## src/verilog/uart_csr_pkg.sv

```systemverilog
// UART console package with CSR addresses, access types and the push word layout.
`default_nettype none

package uart_csr_pkg;

  typedef logic [31:0] word_t;
  typedef logic [11:0] csr_addr_t;

  // Custom read/write CSR range.
  localparam csr_addr_t fifo_word_csr_addr   = 12'h800;
  localparam csr_addr_t fifo_byte_csr_addr   = 12'h801;
  localparam csr_addr_t fifo_status_csr_addr = 12'h802;

  // Encoded as the funct3 field of the CSR instructions, so bit 2 marks the
  // immediate forms.
  typedef enum logic [2:0] {
    csr_op_rw  = 3'b001,
    csr_op_rs  = 3'b010,
    csr_op_rc  = 3'b011,
    csr_op_rwi = 3'b101,
    csr_op_rsi = 3'b110,
    csr_op_rci = 3'b111
  } csr_op_e;

  typedef enum logic [1:0] {
    target_none   = 2'd0,
    target_word   = 2'd1,
    target_byte   = 2'd2,
    target_status = 2'd3
  } csr_target_e;

  // The execute stage writes a whole word, the queue stores it byte by byte.
  // Byte 0 is the least significant byte and leaves the line first.
  typedef union packed {
    word_t           word;
    logic [3:0][7:0] bytes;
  } push_word_u;

  // Status CSR layout. The level field starts at bit 0 and is
  // fifo_depth_log2 + 1 bits wide.
  localparam int status_level_lsb    = 0;
  localparam int status_busy_bit     = 16;
  localparam int status_overflow_bit = 17;

endpackage

`default_nettype wire

```

## src/verilog/csr_access_if.sv

```systemverilog
// CSR access interface carrying one decoded access from decode to execute.
`default_nettype none

interface csr_access_if
  import uart_csr_pkg::*;
();
  logic        valid;
  csr_target_e target;
  csr_op_e     op;
  word_t       operand;
  logic        write_en;
  word_t       read_data;

  modport decode (
    output valid,
    output target,
    output op,
    output operand,
    output write_en
  );

  modport execute (
    input  valid,
    input  target,
    input  op,
    input  operand,
    input  write_en,
    output read_data
  );
endinterface

`default_nettype wire

```

## src/verilog/csr_decode.sv

```systemverilog
// CSR decode maps the core's CSR port onto a target, an operation and an operand.
`default_nettype none

module csr_decode
  import uart_csr_pkg::*;
(
  input  logic         csr_enable,
  input  csr_addr_t    csr_addr,
  input  csr_op_e      csr_op,
  input  logic [4:0]   rs1_zimm,
  input  word_t        rs1_data,
  csr_access_if.decode acc
);

  logic is_imm;
  logic is_rw;

  always_comb begin
    is_imm = csr_op inside {csr_op_rwi, csr_op_rsi, csr_op_rci};
    is_rw  = csr_op inside {csr_op_rw, csr_op_rwi};
  end

  always_comb begin
    case (csr_addr)
      fifo_word_csr_addr:   acc.target = target_word;
      fifo_byte_csr_addr:   acc.target = target_byte;
      fifo_status_csr_addr: acc.target = target_status;
      default:              acc.target = target_none;
    endcase
  end

  always_comb begin
    acc.valid = csr_enable;
    acc.op    = csr_op;

    if (is_imm) begin
      acc.operand = {27'b0, rs1_zimm};
    end else begin
      acc.operand = rs1_data;
    end

    // Set and clear with x0 or a zero immediate only read the register.
    acc.write_en = csr_enable && (is_rw || (rs1_zimm != 5'd0));
  end

endmodule

`default_nettype wire

```

## src/verilog/csr_execute.sv

```systemverilog
// CSR execute holds the console registers, applies read-modify-write and issues pushes.
`default_nettype none

module csr_execute
  import uart_csr_pkg::*;
#(
  parameter int fifo_depth_log2 = 5
) (
  input  logic                       clk_i,
  input  logic                       reset_i,
  csr_access_if.execute              acc,
  output logic                       push_valid,
  output logic                       push_is_word,
  output push_word_u                 push_data,
  input  logic [fifo_depth_log2-1:0] level,
  input  logic                       full,
  input  logic                       overflow_seen,
  input  logic                       busy,
  output logic                       overflow_clear
);

  word_t      word_reg;
  logic [7:0] byte_reg;
  word_t      status_value;
  word_t      old_value;
  word_t      new_value;
  logic       write;
  logic       push_target;

  // A full queue has wrapped the low level bits to zero, so the full flag
  // is the top bit of the fill count.
  always_comb begin
    status_value = '0;
    status_value[status_level_lsb +: fifo_depth_log2 + 1] = {full, level};
    status_value[status_busy_bit]     = busy;
    status_value[status_overflow_bit] = overflow_seen;
  end

  always_comb begin
    case (acc.target)
      target_word:   old_value = word_reg;
      target_byte:   old_value = {24'b0, byte_reg};
      target_status: old_value = status_value;
      default:       old_value = '0;
    endcase

    case (acc.op)
      csr_op_rw, csr_op_rwi: new_value = acc.operand;
      csr_op_rs, csr_op_rsi: new_value = old_value | acc.operand;
      csr_op_rc, csr_op_rci: new_value = old_value & ~acc.operand;
      default:               new_value = old_value;
    endcase

    acc.read_data = acc.valid ? old_value : '0;
  end

  assign write       = acc.valid && acc.write_en;
  assign push_target = (acc.target == target_word) || (acc.target == target_byte);

  // Only the overflow bit of the status CSR is writable.
  assign overflow_clear = write && (acc.target == target_status) &&
                          !new_value[status_overflow_bit];

  always_ff @(posedge clk_i) begin
    if (reset_i) begin
      word_reg   <= '0;
      byte_reg   <= '0;
      push_valid <= 1'b0;
    end else begin
      push_valid <= write && push_target;
      if (write && (acc.target == target_word)) begin
        word_reg <= new_value;
      end
      if (write && (acc.target == target_byte)) begin
        byte_reg <= new_value[7:0];
      end
    end
  end

  always_ff @(posedge clk_i) begin
    if (write && push_target) begin
      push_is_word   <= (acc.target == target_word);
      push_data.word <= new_value;
    end
  end

endmodule

`default_nettype wire

```

## src/verilog/tx_fifo.sv

```systemverilog
// Transmit byte queue that takes word or byte pushes and feeds the serializer.
`default_nettype none

module tx_fifo
  import uart_csr_pkg::*;
#(
  parameter int fifo_depth_log2 = 5
) (
  input  logic                       clk_i,
  input  logic                       reset_i,
  input  logic                       push_valid,
  input  logic                       push_is_word,
  input  push_word_u                 push_data,
  input  logic                       overflow_clear,
  input  logic                       take,
  output logic                       byte_valid,
  output logic [7:0]                 byte_data,
  output logic [fifo_depth_log2-1:0] level,
  output logic                       full,
  output logic                       overflow_seen
);

  localparam int depth = 1 << fifo_depth_log2;

  logic [7:0]                 mem [depth];
  logic [fifo_depth_log2:0]   wr_ptr;
  logic [fifo_depth_log2:0]   rd_ptr;
  logic [fifo_depth_log2:0]   count;
  logic [fifo_depth_log2-1:0] wr_idx;
  logic                       room;
  logic                       accept;

  // Pointers carry one extra wrap bit, so count reaches depth when full.
  assign count  = wr_ptr - rd_ptr;
  assign level  = count[fifo_depth_log2-1:0];
  assign full   = count[fifo_depth_log2];
  assign wr_idx = wr_ptr[fifo_depth_log2-1:0];

  assign byte_valid = (count != '0);
  assign byte_data  = mem[rd_ptr[fifo_depth_log2-1:0]];

  // A word needs four free slots or is dropped whole.
  assign room   = push_is_word ? (count <= (fifo_depth_log2 + 1)'(depth - 4)) : !full;
  assign accept = push_valid && room;

  always_ff @(posedge clk_i) begin
    if (reset_i) begin
      wr_ptr        <= '0;
      rd_ptr        <= '0;
      overflow_seen <= 1'b0;
    end else begin
      if (accept) begin
        wr_ptr <= wr_ptr + (push_is_word ? (fifo_depth_log2 + 1)'(4) : (fifo_depth_log2 + 1)'(1));
      end
      if (take) begin
        rd_ptr <= rd_ptr + 1'b1;
      end
      // A drop in the same cycle as a clear wins, since it is newer.
      if (push_valid && !room) begin
        overflow_seen <= 1'b1;
      end else if (overflow_clear) begin
        overflow_seen <= 1'b0;
      end
    end
  end

  always_ff @(posedge clk_i) begin
    if (accept) begin
      for (int i = 0; i < 4; i++) begin
        if (push_is_word || (i == 0)) begin
          mem[wr_idx + fifo_depth_log2'(i)] <= push_data.bytes[i];
        end
      end
    end
  end

endmodule

`default_nettype wire

```

## src/verilog/uart_tx.sv

```systemverilog
// UART transmitter that sends 8N1 frames at a fixed number of clocks per bit.
`default_nettype none

module uart_tx #(
  parameter int clks_per_bit = 868
) (
  input  logic       clk_i,
  input  logic       reset_i,
  input  logic       byte_valid,
  input  logic [7:0] byte_data,
  output logic       take,
  output logic       busy,
  output logic       tx
);

  localparam int cnt_w = (clks_per_bit > 1) ? $clog2(clks_per_bit) : 1;

  localparam logic [1:0] st_idle  = 2'd0;
  localparam logic [1:0] st_start = 2'd1;
  localparam logic [1:0] st_data  = 2'd2;
  localparam logic [1:0] st_stop  = 2'd3;

  logic [1:0]       state;
  logic [cnt_w-1:0] clk_cnt;
  logic [2:0]       bit_idx;
  logic [7:0]       shift;
  logic             bit_done;

  assign bit_done = (clk_cnt == cnt_w'(clks_per_bit - 1));
  assign take     = (state == st_idle) && byte_valid;
  assign busy     = (state != st_idle);

  always_ff @(posedge clk_i) begin
    if (reset_i) begin
      state   <= st_idle;
      clk_cnt <= '0;
      bit_idx <= '0;
      tx      <= 1'b1;
    end else begin
      clk_cnt <= bit_done ? '0 : clk_cnt + 1'b1;
      case (state)
        st_idle: begin
          clk_cnt <= '0;
          if (byte_valid) begin
            state <= st_start;
            tx    <= 1'b0;
          end
        end
        st_start: begin
          if (bit_done) begin
            state   <= st_data;
            bit_idx <= '0;
            tx      <= shift[0];
          end
        end
        st_data: begin
          if (bit_done) begin
            if (bit_idx == 3'd7) begin
              state <= st_stop;
              tx    <= 1'b1;
            end else begin
              bit_idx <= bit_idx + 1'b1;
              tx      <= shift[1];
            end
          end
        end
        default: begin
          if (bit_done) begin
            state <= st_idle;
          end
        end
      endcase
    end
  end

  // Bit 0 of the shift register is always the bit on the line.
  always_ff @(posedge clk_i) begin
    if (take) begin
      shift <= byte_data;
    end else if ((state == st_data) && bit_done) begin
      shift <= shift >> 1;
    end
  end

endmodule

`default_nettype wire

```

## src/verilog/uart_csr_tx.sv

```systemverilog
// Console output top level joining the CSR port to the UART line.
`default_nettype none

module uart_csr_tx
  import uart_csr_pkg::*;
#(
  parameter int clks_per_bit    = 868,
  parameter int fifo_depth_log2 = 5
) (
  input  logic       clk_i,
  input  logic       reset_i,
  input  logic       csr_enable,
  input  csr_addr_t  csr_addr,
  input  csr_op_e    csr_op,
  input  logic [4:0] rs1_zimm,
  input  word_t      rs1_data,
  output word_t      csr_data_out,
  output logic       tx
);

  logic                       push_valid;
  logic                       push_is_word;
  push_word_u                 push_data;
  logic [fifo_depth_log2-1:0] level;
  logic                       full;
  logic                       overflow_seen;
  logic                       overflow_clear;
  logic                       byte_valid;
  logic [7:0]                 byte_data;
  logic                       take;
  logic                       busy;

  csr_access_if acc ();

  assign csr_data_out = acc.read_data;

  csr_decode u_csr_decode (
    .csr_enable (csr_enable),
    .csr_addr   (csr_addr),
    .csr_op     (csr_op),
    .rs1_zimm   (rs1_zimm),
    .rs1_data   (rs1_data),
    .acc        (acc.decode)
  );

  csr_execute #(
    .fifo_depth_log2 (fifo_depth_log2)
  ) u_csr_execute (
    .clk_i          (clk_i),
    .reset_i        (reset_i),
    .acc            (acc.execute),
    .push_valid     (push_valid),
    .push_is_word   (push_is_word),
    .push_data      (push_data),
    .level          (level),
    .full           (full),
    .overflow_seen  (overflow_seen),
    .busy           (busy),
    .overflow_clear (overflow_clear)
  );

  tx_fifo #(
    .fifo_depth_log2 (fifo_depth_log2)
  ) u_tx_fifo (
    .clk_i          (clk_i),
    .reset_i        (reset_i),
    .push_valid     (push_valid),
    .push_is_word   (push_is_word),
    .push_data      (push_data),
    .overflow_clear (overflow_clear),
    .take           (take),
    .byte_valid     (byte_valid),
    .byte_data      (byte_data),
    .level          (level),
    .full           (full),
    .overflow_seen  (overflow_seen)
  );

  uart_tx #(
    .clks_per_bit (clks_per_bit)
  ) u_uart_tx (
    .clk_i      (clk_i),
    .reset_i    (reset_i),
    .byte_valid (byte_valid),
    .byte_data  (byte_data),
    .take       (take),
    .busy       (busy),
    .tx         (tx)
  );

endmodule

`default_nettype wire

```

## config.mk

```make
export PLATFORM = sky130hd
export DESIGN_NAME = uart_csr_tx
export DESIGN_NICKNAME = d
export VERILOG_FILES = /design/src/verilog/uart_csr_pkg.sv /design/src/verilog/csr_access_if.sv /design/src/verilog/csr_decode.sv /design/src/verilog/csr_execute.sv /design/src/verilog/tx_fifo.sv /design/src/verilog/uart_tx.sv /design/src/verilog/uart_csr_tx.sv
export SDC_FILE = /design/constraint.sdc
export NUM_CORES = 1
export LEC_CHECK = 0
export ABC_CLOCK_PERIOD_IN_PS = 3700
export BUFFER_PORTS_ARGS = -buffer_cell sky130_fd_sc_hd__buf_4
export CAP_MARGIN = 40
export CORE_ASPECT_RATIO = 0.7
export CORE_MARGIN = 1.5
export CORE_UTILIZATION = 30
export DETAILED_ROUTE_END_ITERATION = 8
export PLACE_DENSITY = 0.43
export SLEW_MARGIN = 0
export SYNTH_ARGS = -nofsm -noshare
export SYNTH_HDL_FRONTEND = slang
export SYNTH_SLANG_ARGS = --single-unit
```

## constraint.sdc

```tcl
create_clock -name clk_i -period 3.7 [get_ports clk_i]
set_clock_uncertainty 0.05 [all_clocks]
set_input_delay 0.555 -clock clk_i [delete_from_list [all_inputs] [get_ports clk_i]]
set_output_delay 0.555 -clock clk_i [all_outputs]
set_load 0.03 [all_outputs]
```

==> summary.txt <==
Global routing
  – Total track usage: 0.338
  – Global-route wire length before repair: 207000 um
  – Largest net degree at the start of global routing: 59
  – Initial antenna violation count: 12
  – Global route overflow: 0
  – Vias in the first global route: 24757

Placed design
  – GP Congestion: 1.06
  – DP Cell Count: 4012
  – Port Buf Inserts: 87
  – HPWL after DPL: 114000 um
  – Placement Setup Slack: 0.0243 ns

Timing
  – Least-Margin Pin Slew: 1.03 ns
  – Final hold viol count: 0
  – Final Cycle Share: 0.975
  – Fin Setup TNS: 0 ns
  – Final Setup Violations: 0
  – Setup ws final: 0.0927 ns
  – Slew Limit Headroom: 0.313
  – Final min period: 3.61 ns
  – Fmax: 0.277 GHz
  – Pins over their slew limit: 0

Synth
  – Avg Cell Area, Syn: 9.45 sq um
  – Number of enable flip-flop cells after synthesis: 297
  – Syn Nets: 2789
  – Most instantiated cells after synthesis: nand2_1 (325), edfxtp_1 (297), o21ai_0 (227)
  – Top-count cell post-synth: nand2_1
  – Post-synth ARST share: 0
  – Mapped Area: 0.0256 sq mm
  – Unique masters post-synth: 96
  – Sequential cell area fraction in the yosys report: 0.407
  – Ys flop type: edfxtp_1
  – Number of synthesized register bits: 372
  – Share of the synthesized area in the top cell type: 0.348
  – Largest area contributor in the netlist: edfxtp_1
  – Synth warnings: 0
  – Area contributors post-synth: edfxtp_1 (35%), mux4_2 (7.0%), dfxtp_1 (5.9%)
  – Gate Count Post-Synth: 2711

Clocking
  – Depth of the CTS H-tree: 2
  – Post-CTS Hold Fix Bufs: 0
  – Clock Tree Buf Depth: 3
  – # clock sinks: 372
  – Clk root buf: clkbuf_16
  – Latest clock arrival within the worst-skew pair: 0.61 ns
  – Clock transition at the registers of the reported paths: 0.06 ns
  – Inserted Clock Buffers: 43
  – CTS tree: done

Die
  – Die height: 247 um
  – Num rows: 89
  – Die width: 352 um
  – IO Pins: 88
  – Core area: 0.0844 sq mm
  – Initial Util: 0.303
  – DIE AREA: 0.0871 sq mm

Worst setup path
  – CP Launch Type: register
  – CP max FO: 22
  – Worst r2r path cells: 9
  – CP Data Required Time: 3.98 ns
  – RR Endpoint: u_tx_fifo.mem[9][7]
  – Reg-to-reg startpoint: u_tx_fifo.wr_ptr[1]
  – Critical path class: reg2reg
  – Crit. End Element: register
  – R2r setup slk: 0.09 ns
  – Crit path arrival time: 3.89 ns

Min path
  – Hold depth: 2
  – Worst Hold Launch: reset_i
  – Worst hold path class: in2reg

Drt
  – Vias/cell: 6.64
  – Final antenna-violating net count: 0
  – Vias: 27209
  – Drt first-iter violations: 4194
  – DR DRC count: 0
  – Routed wire length: 152000 um
  – DR WL/cell: 37.0 um
  – Drt pass-1 iters: 9

Layout
  – Area Growth Syn to Fin: 23.1%
  – Number of flip-flops under the largest register name: 256
  – Layout cells sized above 1: 0.244
  – Post-route core utilization: 0.373
  – Post-route insts no fill: 4100
  – Final net count: 3005

Pwr
  – Tot Pwr: 14300 uW
  – Peak VDD IR: 0.302 mV
  – Leakage: 0.0105 uW
  – Power Density: 453 mW/mm^2

Run
  – Maximum capacitance violations: 0

Status
  – Outcome: finished clean
## where the power goes
| part | leakage [uW] | total, uW | switching, uW | internal [uW] |
|---|---|---|---|---|
| Combinational | 0.00662 | 4930 | 3010 | 1910 |
| Sequential | 0.00319 | 4710 | 114 | 4590 |
| Clock | 0.000711 | 4640 | 1950 | 2690 |
| Total | 0.0105 | 14300 | 5080 | 9200 |
## worst max-delay path, cell delays in order (launching register included)
cell and delay, ns:
dfxtp_1 0.36, buf_4 0.29, ha_1 0.34, a21oi_1 0.15, xnor2_1 0.40, nor2_1 0.31, a21boi_0 0.83, o21ai_0 0.22
a22o_1 0.23, o221a_2 0.16
## metrics by stage
step / instance area [sq um] / hold slack, ns
after floorplan: 25600 / 0.380
after global placement: 29700 / 0.395
after detailed placement: 29900 / 0.400
after CTS: 31400 / 0.291
after global routing: 31500 / 0.341
final: 31500 / 0.318
## repair_timing
action                                  CTS  global route
endpoints found under the setup margin    2            82
gates resized for setup                   4             6
gates cloned                              0             0
pin swaps                                 0             5
buffers inserted                          1             5
## final cells by class
| cell class | count | area [sq um] |
|---|---|---|
| well taps | 1137 | 1420 |
| inverters | 35 | 131 |
| diodes | 1 | 2.50 |
| repair buffers | 459 | 4140 |
| fillers | 8573 | 52900 |
| clock inverters | 30 | 362 |
| multi-input cells | 2016 | 13900 |
| flip-flops and latches | 372 | 10400 |
| clock buffers | 50 | 1120 |
## cell usage in the layout, fill, tap and decap left out, types with 8 or more instances in the layout
cell and instances:
a221oi_1 41, o21ai_0 227, a22oi_1 51, o211ai_1 12
o22ai_1 147, a31oi_1 72, clkinv_1 11, o221a_2 53
nor2_1 197, a21oi_1 108, buf_12 41, o2bb2ai_1 34
o22a_1 18, mux2i_1 16, nor3_1 31, nand2_1 322
clkbuf_16 44, dfxtp_1 72, o32a_1 18, edfxtp_1 297
a2bb2oi_1 75, xor2_1 11, and3_1 31, a211oi_1 14
mux4_2 80, buf_16 8, buf_4 407, ha_1 21
o21ai_1 13, a22o_1 28, nor2b_1 12, xnor2_1 13
o31ai_1 33, nand3_1 63, or3_1 22, a222oi_1 31
nand4_1 36, nand2b_1 34, inv_1 30, and2_1 15
## cells by family (layout without fill, tap and decap cells)
family / count (synthesis) / count (layout) / synth area share
mux: 99 / 99 / 0.0779
buf+inv: 323 / 574 / 0.0534
flops: 372 / 372 / 0.407
simple gates: 827 / 827 / 0.154
fa+ha+maj: 23 / 23 / 0.0115
other cells: 0 / 1 / 0
xor+xnor: 25 / 25 / 0.00855
compound gates: 1042 / 1042 / 0.287
## per-layer routing
layer | vias up | wire (um) | track usage | part of all wire
met4 | 20 | 6190 | 0.125 | 0.041
met1 | 13707 | 68200 | 0.501 | 0.45
met2 | 1975 | 56200 | 0.437 | 0.37
met3 | 361 | 21200 | 0.125 | 0.14
li1 | 11146 | - | - | -
met5 | - | 123 | 0 | 0.00081
## worst max path at each step
stage,from,to,cells past startpoint
floorplan,u_tx_fifo.wr_ptr[0],u_tx_fifo.mem[18][0],13
global placement,u_tx_fifo.wr_ptr[0],u_tx_fifo.mem[22][6],12
detailed placement,u_tx_fifo.wr_ptr[0],u_tx_fifo.mem[22][6],12
CTS,u_tx_fifo.wr_ptr[0],u_tx_fifo.mem[22][6],12
global route,u_tx_fifo.wr_ptr[0],csr_data_out[4],11
finish,u_tx_fifo.wr_ptr[1],u_tx_fifo.mem[9][7],9
Note: power is estimated with default switching activity, not from simulation.
